File: config.mk
export PLATFORM = sky130hd
export DESIGN_NAME = wb_fb_slave
export DESIGN_NICKNAME = d
export VERILOG_FILES = /design/src/rtl/cam_fb_pkg.sv /design/src/rtl/wb_fb_slave.sv
export SDC_FILE = /design/constraint.sdc
export NUM_CORES = 1
export LEC_CHECK = 0
export BUFFER_PORTS_ARGS = -buffer_cell sky130_fd_sc_hd__buf_4
export CAP_MARGIN = 20
export CORE_ASPECT_RATIO = 2
export CORE_MARGIN = 2
export CORE_UTILIZATION = 36
export DETAILED_ROUTE_END_ITERATION = 7
export PLACE_DENSITY_LB_ADDON = 0.3
export SETUP_SLACK_MARGIN = 0.5
export SYNTH_ARGS = -nofsm -noshare
export SYNTH_HDL_FRONTEND = slang
export SYNTH_SLANG_ARGS = --single-unit
export TNS_END_PERCENT = 10
File: constraint.sdc
create_clock -name WBs_CLK_i -period 3.5 [get_ports WBs_CLK_i]
set_input_delay 0.875 -clock WBs_CLK_i [delete_from_list [all_inputs] [get_ports WBs_CLK_i]]
set_output_delay 0.875 -clock WBs_CLK_i [all_outputs]
set_load 0.02 [all_outputs]
File: src/rtl/cam_fb_pkg.sv
`default_nettype none

package cam_fb_pkg;

	// ----------------------------------------------------------
	// Sizes
	// ----------------------------------------------------------
	localparam int FB_DATA_W      = 32;  // Buffer and bus word
	localparam int CAM_BYTE_W     = 8;   // One camera byte
	localparam int BYTES_PER_WORD = 4;

	localparam int BANK_DEPTH     = 512; // Words per bank
	localparam int BANK_ADR_W     = 9;
	localparam int NUM_BANKS      = 4;
	localparam int BANK_SEL_W     = 2;

	// Top BANK_SEL_W bits pick the bank
	localparam int FB_ADR_W       = 11;

	// Host address, only low BANK_ADR_W bits reach a bank
	localparam int WB_ADR_W       = 11;

	// Status word layout, unlisted bits read zero
	localparam int STAT_BANK_LSB  = 0;   // Bank now being filled
	localparam int STAT_VSYNC_BIT = 8;   // Live VSYNC level

	// ----------------------------------------------------------
	// Types
	// ----------------------------------------------------------
	typedef logic [FB_DATA_W-1:0]  fb_word_t;
	typedef logic [FB_ADR_W-1:0]   fb_adr_t;
	typedef logic [BANK_SEL_W-1:0] bank_sel_t;

	// Camera pins, sampled on the bus clock
	typedef struct packed {
		logic                  vsync;
		logic                  href;
		logic [CAM_BYTE_W-1:0] data;
	} cam_in_t;

	// Host request side of the slave port
	typedef struct packed {
		logic [WB_ADR_W-1:0]  adr;
		logic [NUM_BANKS-1:0] bank_cyc;   // One strobe per bank
		logic                 status_cyc; // Status word select
		logic                 stb;
	} wb_req_t;

endpackage

`default_nettype wire

File: src/rtl/wb_fb_slave.sv
`timescale 1ns/100ps
`default_nettype none

module wb_fb_slave import cam_fb_pkg::*; (
	input  wire logic             WBs_CLK_i,
	input  wire logic             WBs_RST_i,
	input  wire wb_req_t          wb_req_i,
	input  wire fb_word_t         rd_word_i,  // Registered bank word
	input  wire bank_sel_t        wr_bank_i,  // Bank being filled
	input  wire logic             vsync_i,
	output logic [BANK_ADR_W-1:0] rd_adr_o,
	output bank_sel_t             rd_bank_o,
	output logic                  wb_ack_o,
	output fb_word_t              wb_dat_o
);

	// ----------------------------------------------------------
	// Cycle decode
	// ----------------------------------------------------------
	logic     cyc_any;
	logic     cyc_open;     // Open cycle not yet acked
	logic     ack_q;
	logic     sel_status_q; // Acked cycle was a status read
	fb_word_t status_word;
	fb_word_t status_q;
	fb_word_t live_word;
	fb_word_t dat_q;        // Data of the last ack

	assign cyc_any  = (|wb_req_i.bank_cyc) | wb_req_i.status_cyc;
	assign cyc_open = wb_req_i.stb & cyc_any & ~ack_q;

	// One-hot bank strobe to bank index
	always_comb begin
		rd_bank_o = '0;
		for (int b = 0; b < NUM_BANKS; b++) begin
			if (wb_req_i.bank_cyc[b]) begin
				rd_bank_o = bank_sel_t'(b);
			end
		end
	end

	assign rd_adr_o = wb_req_i.adr[BANK_ADR_W-1:0]; // Word inside bank

	// Status layout from the package
	always_comb begin
		status_word = '0;
		status_word[STAT_BANK_LSB +: BANK_SEL_W] = wr_bank_i;
		status_word[STAT_VSYNC_BIT] = vsync_i;
	end

	// ----------------------------------------------------------
	// Acknowledge
	// ----------------------------------------------------------
	// Writes get the same single ack and touch nothing
	always_ff @(posedge WBs_CLK_i or posedge WBs_RST_i) begin
		if (WBs_RST_i) begin
			ack_q        <= 1'b0;
			sel_status_q <= 1'b0;
		end else begin
			ack_q <= cyc_open;
			if (cyc_open) begin
				sel_status_q <= wb_req_i.status_cyc;
			end
		end
	end

	// Status snapshot taken on the ack edge
	always_ff @(posedge WBs_CLK_i) begin
		if (cyc_open) begin
			status_q <= status_word;
		end
	end

	// ----------------------------------------------------------
	// Read data
	// ----------------------------------------------------------
	// Bank word arrives with ack, host may drop the address mid ack
	assign live_word = sel_status_q ? status_q : rd_word_i;

	always_ff @(posedge WBs_CLK_i or posedge WBs_RST_i) begin
		if (WBs_RST_i) begin
			dat_q <= '0;
		end else if (ack_q) begin
			dat_q <= live_word; // Kept until the next ack
		end
	end

	assign wb_ack_o = ack_q;
	assign wb_dat_o = ack_q ? live_word : dat_q;

	// Host selects one target per strobe
	a_one_cyc : assert property (
		@(posedge WBs_CLK_i) disable iff (WBs_RST_i)
		wb_req_i.stb |-> $onehot0({wb_req_i.bank_cyc, wb_req_i.status_cyc})
	);

endmodule

`default_nettype wire

### After elaboration in Yosys (flattened, before gate mapping)

Cells that the tools add are included.

| word-level totals | value |
|---|---|
| output and inout port bits | 44 |
| input port bits | 54 |
| register bits | 37 |

| cells by class | value |
|---|---|
| reductions and logical operators | 1 |
| bitwise gates (word level) | 4 |
| multiplexer cells | 5 |

Operators by type and width:

| cell | number |
|---|---|
| two-way mux 32 bit | 2 |
| two-way mux 2 bit | 2 |
| OR reduction 4 bit | 1 |
| AND 1 bit | 2 |
| two-way mux 1 bit | 1 |
| NOT 1 bit | 1 |
| OR 1 bit | 1 |

### Longest topological paths before layout

| depth | value |
|---|---|
| depth after elaboration | 4 |
| gate-level depth with buffers | 6 |
| gate-level depth less buffers | 3 |

### Worst setup path before layout

No wires, ideal clock.

| timing path | value |
|---|---|
| path type | register to output |
| start point | register ack_q, in the netlist wb_ack_o |
| end point | output wb_dat_o[24] |
| path slack | 1289 ps |
| arrival | 1336 ps |
| data required time | 2625 ps |
| stages on the path, launching flop included | 4 |
| path through | dfrtp_1 > buf_6 > buf_2 > o21ai_0 |

| between the ends | value |
|---|---|
| longest elaborated chain between the ends | 1 |

Ends and longest elaborated chain:

| element | line | text |
|---|---|---|
| start: declaration | wb_fb_slave.sv:22 | `logic ack_q;` |
| start signal: assignment | wb_fb_slave.sv:60 | `ack_q <= cyc_open;` |
| two-way mux 32 bit | -- |  |
| end: declaration | wb_fb_slave.sv:14 | `output fb_word_t wb_dat_o` |

No other way between the ends.

### Final worst setup path

| timing path | value |
|---|---|
| start point | register sel_status_q |
| end point | output wb_dat_o[21] |

| between the ends | value |
|---|---|
| longest elaborated chain between the ends | 2 |

Ends and longest elaborated chain:

| element | line | text |
|---|---|---|
| start: declaration | wb_fb_slave.sv:23 | `logic sel_status_q;` |
| start signal: assignment | wb_fb_slave.sv:62 | `sel_status_q <= wb_req_i.status_cyc;` |
| two-way mux 32 bit | wb_fb_slave.sv:78 | `assign live_word = sel_status_q ? status_q : rd_word_i;` |
| two-way mux 32 bit | -- |  |

No other way between the ends.

==> out/qor.csv <==
metric,value,unit
status,finished clean,
clock_latency,280,ps
rsz0062_at_grt,no,
n_antenna_cell,0,
setup_tns,0,ps
ys_warn_count,0,
criticalPathCategory,reg2out,
cp-start-kind,register,
wire_per_inst,11.9,um
vdd_drop_max,0.284,mV
critical_path.startpoint,sel_status_q,
synth-seq-cells,37,
max_cap_violations,0,
post-synth-top-count-cell,dfrtp_1,
slew_viol_final,0,
drtAntennaViolNets,0,
numCtsBuffers,5,
final.min_clock_period,2700,ps
netlist.area_leader.share,0.539,
drive_gt1_frac,0.396,
ys_async_sr_fraction,0.919,
routed_wl,3380,um
cp_max_fo,27,
synth_common_cells,"dfrtp_1 (34), inv_1 (31), nand2_1 (28)",
grt_max_degree,40,
worst_setup_path_end_kind,primary output,
period_share,0.772,
gp_congestion,0.749,
layout.nets,283,
grt_pass1_wl,5560,um
min_path_type,reg2reg,
cp.required,2620,ps
synth_edf_count,3,
post-cts-setup-buffer-count,0,
ctsRootBufferMaster,clkbuf_8,
antenna_found_initial,0,
hold_violations,0,
tightest_slew,660,ps
p_leak,1.12,nW
cts.sinks,37,
holdWs,513,ps
die_area,4960,um^2
synthCells,160,
syn_nets,214,
ctsHoldBuffers,0,
avgSynthCellArea,9.87,um^2
ys.flop_type,dfrtp_1,
fmax,370,MHz
critical_path.cell_chain,nor2b_4 > nand2_1 > o21ai_0 > buf_4,
h-tree-depth,2,
drt_first_pass_iters,4,
p_total,0.00112,W
vias,1243,
crit_arrival,1830,ps
first_global_vias,1250,
drt_iter0_markers,11,
cts_buffer_depth,2,
die_y,97.7,um
grt_overflow,0,
drt-vias-per-instance,4.38,
r2r_start,sel_status_q,
syn_area,1580,um^2
synth.largest_area_cell,dfrtp_1,
initial_core_util,0.368,
rr_worst_depth,3,
ys_seq_area_frac,0.596,
path_clk_slew,70,ps
drc,0,
numPortBuffers,77,
ctsResizeCount,0,
die_w,50.8,um
worstHoldPathCells,2,
cpPeakStageDelay,550,ps
synth_area_leaders,"dfrtp_1 (54%), o21ai_0 (8.2%), inv_1 (7.4%)",
synthToLayoutAreaGrowth,38.7,%
post-dp-hpwl,2580,um
placementRows,34,
synth_cell_types,22,
clock_skew,4.68,ps
slowest_stage,nor2b_4,
finalSetupViolCount,0,
slew_headroom,0.560,
power_density,510,nW/um^2
hold_start,dat_q[27],
cts_tree,done,
grt.total_usage,0.153,
io_pins,98,
coreArea,4300,um^2
[power breakdown]
group | switching (W) | leakage (nW) | internal, W
combinational | 0.000190 | 0.618 | 0.000142
clock | 0.000133 | 0.0430 | 0.000134
sequential | 0.0000210 | 0.458 | 0.000497
[cells in the final DEF, fill, tap and decap left out]
| cell | count |
|---|---|
| a21o_1 | 1 |
| a21oi_1 | 3 |
| a22o_2 | 1 |
| buf_4 | 79 |
| clkbuf_8 | 5 |
| clkinv_1 | 2 |
| clkinv_2 | 1 |
| dfrtp_1 | 34 |
| edfxtp_1 | 3 |
| inv_1 | 31 |
| mux2i_1 | 3 |
| nand2_1 | 28 |
| nand3b_1 | 2 |
| nor2_1 | 3 |
| nor2b_1 | 1 |
| nor2b_4 | 1 |
| o21a_1 | 1 |
| o21ai_0 | 26 |
| o21ai_1 | 1 |
| o21ai_2 | 2 |
| or2_2 | 1 |
| or4_4 | 1 |
[critical path: cells and delay by family (launching register included)]
family	cells	cell delay, ps
simple gates	2	660
buf+inv	1	210
compound gates	1	160
flops	1	500
[layer usage]
| layer | track usage | part of all wire |
|---|---|---|
| met5 | 0 | 0 |
| met4 | 0.0873 | 0.021 |
| met3 | 0.0354 | 0.044 |
| met2 | 0.283 | 0.58 |
| met1 | 0.145 | 0.35 |
[flip-flops by register name, summed over array words and instances (netlist names)]
register	flops
status_q	3
wb_ack_o	1
sel_status_q	1
dat_q	32
[final timing paths]
kind	endpoint	slack [ps]
max in group asynchronous	dat_q[6]	2130
min	dat_q[27]	510
max	wb_dat_o[21]	800
max reg2reg	dat_q[21]	2040
min in group asynchronous	dat_q[26]	680
min reg2reg	dat_q[27]	510
[cells by family after synthesis]
family	count (synthesis)	synth area share
buf+inv	48	0.156
flops	37	0.596
simple gates	37	0.107
compound gates	35	0.122
mux	3	0.0190
[area by class of cell]
type | count | area, um^2
Clock inverter | 3 | 12.5
Clock buffer | 5 | 68.8
Sequential cell | 37 | 941
Timing Repair Buffer | 79 | 593
Inverter | 31 | 116
Tap cell | 54 | 67.6
Fill cell | 430 | 2110
Multi-Input combinational cell | 75 | 392
[through the flow]
step | util | setup WS, ps | area, um^2 | std cells
2_1_floorplan | - | 1290 | 1580 | 160
3_3_place_gp | 0.491 | 1120 | 2110 | 276
3_5_place_dp | 0.491 | 1070 | 2110 | 276
4_1_cts | 0.510 | 741 | 2190 | 284
5_1_grt | 0.510 | 632 | 2190 | 284
6_report | 0.510 | 800 | 2190 | 284
No activity file was read; power rests on OpenSTA's default activity.
