===== config.mk =====
export PLATFORM = sky130hd
export DESIGN_NAME = cam_pixel_packer
export DESIGN_NICKNAME = d
export VERILOG_FILES = /design/src/rtl/cam_fb_pkg.sv /design/src/rtl/cam_pixel_packer.sv
export SDC_FILE = /design/constraint.sdc
export NUM_CORES = 1
export LEC_CHECK = 0
export ABC_AREA = 0
export BUFFER_PORTS_ARGS = -buffer_cell sky130_fd_sc_hd__buf_2
export CAP_MARGIN = 20
export CORE_UTILIZATION = 55
export DETAILED_ROUTE_END_ITERATION = 16
export PLACE_DENSITY = 0.85
export RECOVER_POWER = 100
export SLEW_MARGIN = 40
export SYNTH_ARGS = -nofsm -noshare
export SYNTH_HDL_FRONTEND = slang
export SYNTH_SLANG_ARGS = --single-unit

===== constraint.sdc =====
create_clock -name WBs_CLK_i -period 5.1 [get_ports WBs_CLK_i]
set_input_delay 0.765 -clock WBs_CLK_i [delete_from_list [all_inputs] [get_ports WBs_CLK_i]]
set_output_delay 0.765 -clock WBs_CLK_i [all_outputs]
set_load 0.01 [all_outputs]

===== src/rtl/cam_fb_pkg.sv =====
`default_nettype none

package cam_fb_pkg;

	// ----------------------------------------------------------
	// Sizes
	// ----------------------------------------------------------
	localparam int FB_DATA_W      = 32;  // Buffer and bus word
	localparam int CAM_BYTE_W     = 8;   // One camera byte
	localparam int BYTES_PER_WORD = 4;

	localparam int BANK_DEPTH     = 512; // Words per bank
	localparam int BANK_ADR_W     = 9;
	localparam int NUM_BANKS      = 4;
	localparam int BANK_SEL_W     = 2;

	// Top BANK_SEL_W bits pick the bank
	localparam int FB_ADR_W       = 11;

	// Host address, only low BANK_ADR_W bits reach a bank
	localparam int WB_ADR_W       = 11;

	// Status word layout, unlisted bits read zero
	localparam int STAT_BANK_LSB  = 0;   // Bank now being filled
	localparam int STAT_VSYNC_BIT = 8;   // Live VSYNC level

	// ----------------------------------------------------------
	// Types
	// ----------------------------------------------------------
	typedef logic [FB_DATA_W-1:0]  fb_word_t;
	typedef logic [FB_ADR_W-1:0]   fb_adr_t;
	typedef logic [BANK_SEL_W-1:0] bank_sel_t;

	// Camera pins, sampled on the bus clock
	typedef struct packed {
		logic                  vsync;
		logic                  href;
		logic [CAM_BYTE_W-1:0] data;
	} cam_in_t;

	// Host request side of the slave port
	typedef struct packed {
		logic [WB_ADR_W-1:0]  adr;
		logic [NUM_BANKS-1:0] bank_cyc;   // One strobe per bank
		logic                 status_cyc; // Status word select
		logic                 stb;
	} wb_req_t;

endpackage

`default_nettype wire


===== src/rtl/cam_pixel_packer.sv =====
`timescale 1ns/100ps
`default_nettype none

module cam_pixel_packer import cam_fb_pkg::*; (
	input  wire logic     WBs_CLK_i,
	input  wire logic     WBs_RST_i,
	input  wire cam_in_t  cam_i,     // Camera levels and data byte
	output logic          push_o,    // One cycle per finished word
	output fb_word_t      word_o     // Valid while push_o is high
);

	// ----------------------------------------------------------
	// Byte qualification
	// ----------------------------------------------------------
	logic                                 byte_vld;
	logic [$clog2(BYTES_PER_WORD)-1:0]    phase_q;   // Bytes already held
	logic [FB_DATA_W-CAM_BYTE_W-1:0]      acc_q;     // First three bytes
	logic                                 last_byte;
	logic                                 push_q;
	fb_word_t                             word_q;

	// Byte counts only inside an active line of an active frame
	assign byte_vld  = cam_i.href & cam_i.vsync;
	assign last_byte = (phase_q == BYTES_PER_WORD - 1);

	// ----------------------------------------------------------
	// Byte phase FSM
	// ----------------------------------------------------------
	always_ff @(posedge WBs_CLK_i or posedge WBs_RST_i) begin
		if (WBs_RST_i) begin
			phase_q <= '0;
			push_q  <= 1'b0;
		end else begin
			push_q <= 1'b0; // Default, push is a pulse
			if (byte_vld) begin
				if (last_byte) begin
					phase_q <= '0;   // Word complete, start over
					push_q  <= 1'b1;
				end else begin
					phase_q <= phase_q + 1'b1;
				end
			end
			// Gap keeps the phase, a word may span gaps
		end
	end

	// ----------------------------------------------------------
	// Accumulator and word register
	// ----------------------------------------------------------
	// Earlier bytes move up, newest byte enters at the bottom
	always_ff @(posedge WBs_CLK_i) begin
		if (byte_vld) begin
			if (last_byte) begin
				word_q <= {acc_q, cam_i.data}; // First byte ends in MSB
			end else begin
				acc_q <= {acc_q[FB_DATA_W-2*CAM_BYTE_W-1:0], cam_i.data};
			end
		end
	end

	assign push_o = push_q;
	assign word_o = word_q;

	// A new word needs four sampled bytes, so pushes never touch
	a_push_single : assert property (
		@(posedge WBs_CLK_i) disable iff (WBs_RST_i)
		push_o |=> !push_o
	);

endmodule

`default_nettype wire


[Word-level counts from Yosys, hierarchy flattened]
Index checks and enable logic that the tools add are counted.
Word-level totals
  register bits after elaboration: 59
  input port bits: 12
  output and inout bits: 33
  logic and storage cells: 13
Operators by class
  $add $sub $neg: 1
  equality and inequality tests: 1
  muxes and demuxes: 3
  bitwise operators: 2
  reduce and logical (&&, ||, !) cells: 2
Operators with widths (number)
  AND reduction 2 bit: 2
  adder 2 x 1 -> 2 bit, second input constant: 1
  equality test 2 bit, second input constant: 1
  2-to-1 mux 1 bit: 2
  2-to-1 mux 2 bit: 1
  AND 1 bit: 1
  NOT 1 bit: 1

[Longest topological paths before layout]
Gate-level depths: netlist of the first run.
  word-level depth: 3
  depth in mapped cells: 3
  depth with buffers taken out: 3

[Worst setup path after synthesis of the first run]
OpenSTA, ideal clock, no wires.
  path kind: in2reg
  start point: input port cam_i[8] (netlist bit)
  end point: register acc_q[0], enable pin
  setup time: 0.405 ns
  arrival: 1.866 ns
  data required time: 4.695 ns
  path slack: 2.829 ns
  stages on the path: 2
  path buffers: 0
  cells stage by stage: nand2_2 nor2_1
On the way
  cells in the longest elaborated chain, start to end: 2
RTL lines
  start: declaration: line cam_pixel_packer.sv:7  | input wire cam_in_t cam_i,
  AND 1 bit: line cam_pixel_packer.sv:23  | assign byte_vld = cam_i.href & cam_i.vsync;
  AND reduction 2 bit (no line)
  end signal: assignment: line cam_pixel_packer.sv:56  | acc_q <= {acc_q[FB_DATA_W-2*CAM_BYTE_W-1:0], cam_i.data};
  end: declaration: line cam_pixel_packer.sv:17  | logic [FB_DATA_W-CAM_BYTE_W-1:0] acc_q;
No other way between the ends.
A chain may end at the register's enable or synchronous reset.

[Worst setup path in the final report of the first run]
  start point: register phase_q[0]
  end point: register acc_q[16], enable pin
On the way
  cells in the longest elaborated chain, start to end: 3
RTL lines
  start: declaration: line cam_pixel_packer.sv:16  | logic [$clog2(BYTES_PER_WORD)-1:0] phase_q;
  start signal: assignment: line cam_pixel_packer.sv:40  | phase_q <= phase_q + 1'b1;
  equality test 2 bit: line cam_pixel_packer.sv:24  | assign last_byte = (phase_q == BYTES_PER_WORD - 1);
  NOT 1 bit (no line)
  AND reduction 2 bit (no line)
No other way between the ends.

==> results of run 1 <==
stage by stage:
stage	cells	area (um^2)	util (%)	total power [mW]
after floorplan	67	1820	-	0.673
after global placement	155	2100	67.7	0.704
after detailed placement	155	2110	67.9	0.715
after CTS	171	2200	71.0	0.944
after global routing	171	2140	69.1	0.962
final	171	2140	69.1	0.919
power breakdown:
part	internal, mW	total, mW	switching [mW]
registers	0.598	0.617	0.0191
logic	0.0211	0.0700	0.0489
clock network	0.0965	0.232	0.136
path summary, 6_finish.rpt:
| check | cells after the start | from | slack (ns) | end |
|---|---|---|---|---|
| worst min register to register | 0 | acc_q[18] | 0.43 | word_o[26] |
| min in group WBs_CLK_i | 0 | acc_q[18] | 0.43 | word_o[26] |
| worst min-delay path | 2 | WBs_RST_i | 0.27 | phase_q[1] |
| max in group asynchronous | 2 | WBs_RST_i | 4.71 | phase_q[0] |
| worst max-delay path | 2 | phase_q[0] | 2.69 | acc_q[16] |
| worst max register to register | 2 | phase_q[0] | 2.69 | acc_q[16] |
cell usage in the layout (no fill, tap or decap):
| cell type | synthesis | layout |
|---|---|---|
| nor2_1 | 2 | 2 |
| inv_1 | 1 | 1 |
| mux2_1 | 0 | 2 |
| edfxtp_1 | 56 | 56 |
| ha_1 | 1 | 1 |
| buf_2 | 0 | 9 |
| nand2_2 | 1 | 1 |
| clkinv_1 | 0 | 2 |
| and3_1 | 0 | 1 |
| dfrtp_1 | 3 | 3 |
| clkinv_2 | 0 | 2 |
| clkbuf_1 | 0 | 38 |
| clkbuf_4 | 0 | 9 |
synthesized netlist by cell type (all sizes together):
cell,count
mux2,2
edfxtp,56
nor2,2
dfrtp,3
and3,1
inv,1
nand2,1
ha,1
logic make-up after synthesis:
group	count (synthesis)	synth area share, %
and+or+nand+nor	4	1.17
DFF	59	96.3
buffers and inverters	1	0.206
muxes	2	1.65
adders and majority gates	1	0.686
state kept, by name, indices dropped and copies added (netlist names):
name,flops
acc_q,24
phase_q,2
push_o,1
word_o,32
per-layer routing:
layer | GRT usage, % | up-vias | wire, um
li1 | - | 380 | -
met1 | 18.3 | 369 | 930
met2 | 20.7 | 28 | 1130
met3 | 4.59 | 5 | 111
met4 | 9.97 | 0 | 41
met5 | 0 | - | 0
final cells by class:
type	count	area (um^2)
multi-input combinational	7	55.1
inverter	1	3.75
timing repair buffer	44	176
clock inverter	4	17.5
fill	223	960
sequential	59	1760
clock buffer	12	78.8
tap	44	55.1
==> results.md, run 1 <==
- Normalized max-slew margin: -21.3%
- RD Place Congestion: around 0.61
- Crit path kind: reg2reg
- Post-CTS Hold Fix Bufs: 0
- RSZ-0062 raised after global routing: false
- Post-cts sizing count: 0
- Vias in the first global route: between 700 and 800
- Die H: about 60 um
- Ant diodes: 0
- CP required: 5.04 ns
- Top cells by area, synth: edfxtp_1 (92%), dfrtp_1 (4.1%), mux2_4 (1.6%), ha_1 (0.69%), and3_2 (0.41%)
- Initial drt markers: 23
- Gr usage total: 14.2%
- Wirelength, routed: between 2000 and 2500 um
- Root buf cell: clkbuf_4
- Period Utilization, post-route: between 40% and 50%
- Crit end category: register
- Full die area: ~3600 um^2
- Minimum clock period after layout: around 2.4 ns
- Violated checks: capacitance limit, slew limit
- Reg clk slew, reported paths: about 0.08 ns
- Total negative slack: 0 ns
- Max Slew Vio Count: 25
- Site row count: 20
- Mapped Area: about 1800 um^2
- Sinks on the clock net: between 50 and 60
- Critical path arrival: 2.35 ns
- Core Box Area: between 3000 and 4000 um^2
- Mapped Cells: 67
- Yosys warnings: 0
- #FFs+latches synth: around 60
- Remaining Overflow, GRT: 0
- Post-Syn Nets: 80
- Max Cap Violations: 1
- Avg Vias per Cell: about 4.6
- Startpoint Class: register
- Slew @ Worst Pin: ~1.8 ns
- Postcts setup bufs: 0
- CTS max path bufs: 2
- First-pass GRT wire length: 3360 um
- # nets final: 135
- Critical path's slowest cell: nor2_1
- Antenna violations before repair: 0
- CP top delay family: simple AND/OR/NAND/NOR gates
- Initial cell density of the core: roughly three fifths
- Die W: ~60 um
- CP bufs+invs: 0
- WL/cell: ~13 um
- I/O Pins: 45
- Setup violators final: 0
- Dominant cell type by area after synthesis: edfxtp_1
- Outcome: complete, but fails checks
- Worst Clk Skew: ~0.006 ns
- Synth cell types: 8
- Leakage: 0.718 nW
- Largest net degree at the start of global routing: 34
- Avg Inst Size Synth: ~27 um^2
- H-tree Lvls: 3
- First drt pass iteration count: 4
- PortBufs: 44
- F_max: between 400 and 500 MHz
- Via count: around 780
- Routed Antenna Nets: 0
- Crit-path max FO: 24
- Slowest stage delay, CP: 1.36 ns
- CP Cell Sequence: ha_1 > nor2_1
- Synth top area share: a little over 90%
- Fraction of layout cells with a size suffix above 1: between 10% and 20%
- Final hold vios: 0
- Maximum vdd drop: roughly 0.22 mV
- Pwr/cell area: between 400 and 500 nW/um^2
- CTS tree: yes
- Worst setup margin: approximately 2.7 ns
- Area growth, synth to finish: 17.5%
- CTS Buf Count: 9
- Min-Delay Path Class: in2async
- HPWL after detailed placement: 1440 um
- Place WS: 3.17 ns
- Insertion delay to the later sink of the worst-skew pair: 0.34 ns
- DRC Markers: 0
- Sequential element share of the synthesized area: a little over nine tenths
- Worst hold slack: ~0.27 ns
Power figures use the tool's default switching activity.
==> run 2, diff against run 1 <==
--- a/config.mk
+++ b/config.mk
@@ -8,9 +8,9 @@
 export ABC_AREA = 0
 export BUFFER_PORTS_ARGS = -buffer_cell sky130_fd_sc_hd__buf_2
 export CAP_MARGIN = 20
-export CORE_UTILIZATION = 55
+export CORE_UTILIZATION = 51
 export DETAILED_ROUTE_END_ITERATION = 16
-export PLACE_DENSITY = 0.85
+export PLACE_DENSITY = 0.8
 export RECOVER_POWER = 100
 export SLEW_MARGIN = 40
 export SYNTH_ARGS = -nofsm -noshare
==> constraint.sdc (replaced) <==
create_clock -name WBs_CLK_i -period 2.3 [get_ports WBs_CLK_i]
set_input_delay 0.345 -clock WBs_CLK_i [delete_from_list [all_inputs] [get_ports WBs_CLK_i]]
set_output_delay 0.345 -clock WBs_CLK_i [all_outputs]
set_load 0.01 [all_outputs]
==> results.md, run 2 (same netlist as run 1, synthesis figures left out) <==
- Leakage: 0.753 nW (+4.8%)
- Area growth, synth to finish: 21.5%
- Outcome: complete, no violations
- Antenna violations before repair: 0 (unchanged)
- Comb power frac: 8.0% (+0.4 points)
- Switching Fraction: 22.3% (+0.14 points)
- Avg Vias per Cell: 4.53 (-0.98%)
- Initial cell density of the core: 53.8% (-5.0 points)
- Setup violators final: 0 (unchanged)
- CP Cell Sequence: ha_1 > and3_1 > buf_12
- Vias in the first global route: 709 (-9.2%)
- Total power draw: 2.19 mW (+140%)
- PortBufs: 44 (unchanged)
- WL/cell: 13.0 um (+0.85%)
- Post-cts sizing count: 0 (unchanged)
- Max Slew Vio Count: 0 (-100%)
- Startpoint Class: register
- P_sw: 489 uW (+140%)
- Full die area: 3820 um^2 (+7.6%)
- Crit-path max FO: 19 (-21%)
- Wirelength, routed: 2300 um (+3.8%)
- Most frequent cells in the layout: edfxtp_1 (56), clkbuf_1 (35), buf_2 (10), clkbuf_4 (9)
- CP required: 2.38 ns (-2.66 ns)
- I/O Pins: 45 (unchanged)
- Max Cap Violations: 0 (-1)
- Initial drt markers: 18 (-22%)
- Insertion delay to the later sink of the worst-skew pair: 0.36 ns (+0.02 ns)
- Int Pwr: 1.70 mW (+140%)
- F_max: 573 MHz (+38%)
- Die H: 61.8 um (+3.7%)
- CP bufs+invs: 1 (+1)
- CTS tree: yes
- Largest net degree at the start of global routing: 20 (-41%)
- Clk pwr share: 30.0% (+4.7 points)
- Critical path arrival: 1.82 ns (-0.53 ns)
- # nets final: 138 (+2.2%)
- Ant diodes: 0 (unchanged)
- First-pass GRT wire length: 3270 um (-2.7%)
- DRC Markers: 0 (unchanged)
- Root buf cell: clkbuf_4
- Worst Clk Skew: 0.00657 ns (+0.000638 ns)
- Minimum clock period after layout: 1.75 ns (-0.663 ns)
- Final hold vios: 0 (unchanged)
- FILL cells: 251 (+13%)
- Fraction of layout cells with a size suffix above 1: 20.8% (+4.2 points)
- Design area: 2220 um^2 (+3.4%)
- Max FFs per register: 32 (unchanged)
- Postcts setup bufs: 0 (unchanged)
- Reg clk slew, reported paths: 0.09 ns (about the same)
- Gr usage total: 13.4% (-0.80 points)
- Maximum vdd drop: 0.686 mV (+210%)
- Area after DPL: 2130 um^2 (+1.2%)
- HPWL after detailed placement: 1530 um (+6.0%)
- Site row count: 21 (+5.0%)
- Min-Delay Path Class: in2reg
- RD Place Congestion: 0.636 (+3.8%)
- Final cell count without fillers: 176 (+2.9%)
- Crit end category: register
- Worst hold slack: 0.162 ns (-0.108 ns)
- H-tree Lvls: 3 (unchanged)
- Pwr/cell area: 990 nW/um^2 (+130%)
- Via count: 797 (+1.9%)
- Slowest stage delay, CP: 0.64 ns (-0.72 ns)
- Critical path's slowest cell: and3_1
- CTS max path bufs: 2 (unchanged)
- Period Utilization, post-route: 75.9% (+29 points)
- Slew @ Worst Pin: 0.719 ns (-1.09 ns)
- Cells after DPL: 159 (+2.6%)
- Routed Antenna Nets: 0 (unchanged)
- Sequential power share: 62.0% (-5.1 points)
- CTS Buf Count: 9 (unchanged)
- First drt pass iteration count: 4 (unchanged)
- Most common cell after layout, fill and taps aside: edfxtp_1
- Sinks on the clock net: 59 (unchanged)
- Core Box Area: 3390 um^2 (+9.2%)
- CP top delay family: simple AND/OR/NAND/NOR gates
- Total negative slack: 0 ns (unchanged)
- Die W: 61.8 um (+3.7%)
- Crit path kind: reg2reg
- RSZ-0062 raised after global routing: false
- Normalized max-slew margin: 52.1% (+73 points)
- Remaining Overflow, GRT: 0 (unchanged)
run 2: power by group through the flow:
| stage | sequential, mW | clock, mW | combinational [mW] |
|---|---|---|---|
| after floorplan | 1.40 | 0 | 0.0932 |
| after global placement | 1.38 | 0 | 0.198 |
| after detailed placement | 1.39 | 0 | 0.210 |
| after CTS | 1.36 | 0.678 | 0.213 |
| after global routing | 1.37 | 0.728 | 0.194 |
| final | 1.36 | 0.658 | 0.174 |
run 2: final cells by class:
type | instances | area, um^2 | area share (%)
flip-flops and latches | 59 | 1760 | 79.3
repair buffers | 47 | 215 | 9.71
clock buffers | 10 | 71.3 | 3.22
well taps | 46 | 57.6 | 2.60
clock inverters | 6 | 56.3 | 2.54
multi-input cells | 7 | 55.1 | 2.48
inverters | 1 | 3.75 | 0.169
run 2: timing repair:
action | in CTS | in global routing
setup endpoints to repair | 0 | 0
endpoints found under the hold margin | 3 | 0
hold buffers | 1 | 0
run 2: per-layer routing:
metal	GRT usage, %	vias up	share of wire (%)
li1	-	384	-
met1	16.9	379	42
met2	18.9	32	50
met3	5.59	2	6.7
met4	9.52	0	0.44
met5	0	-	0
run 2: final timing paths:
path | start | to | slack (ns) | cells after the start
max in group asynchronous | WBs_RST_i | phase_q[0] | 1.80 | 3
max | phase_q[0] | word_o[24] | 0.55 | 3
max reg2reg | phase_q[0] | word_o[24] | 0.55 | 3
min in group asynchronous | WBs_RST_i | phase_q[1] | 0.38 | 3
min reg2reg | acc_q[16] | word_o[24] | 0.42 | 0
min | cam_i[7] | word_o[7] | 0.16 | 1
run 2: worst reg2reg max path, delay by kind of cell, from the launching register on:
kind	cells	cell delay [ns]
AND/OR/NAND/NOR	1	0.64
adder cells (fa/ha/maj)	1	0.19
flip-flops	1	0.38
buffers and inverters	1	0.24
run 2: per-stage QoR:
step                      worst slack [ns]  util, %
after detailed placement             0.725     62.9
after global placement               0.783     62.9
after global routing                 0.463     65.4
after floorplan                      0.258        -
after CTS                            0.706     67.0
final                                0.553     65.4
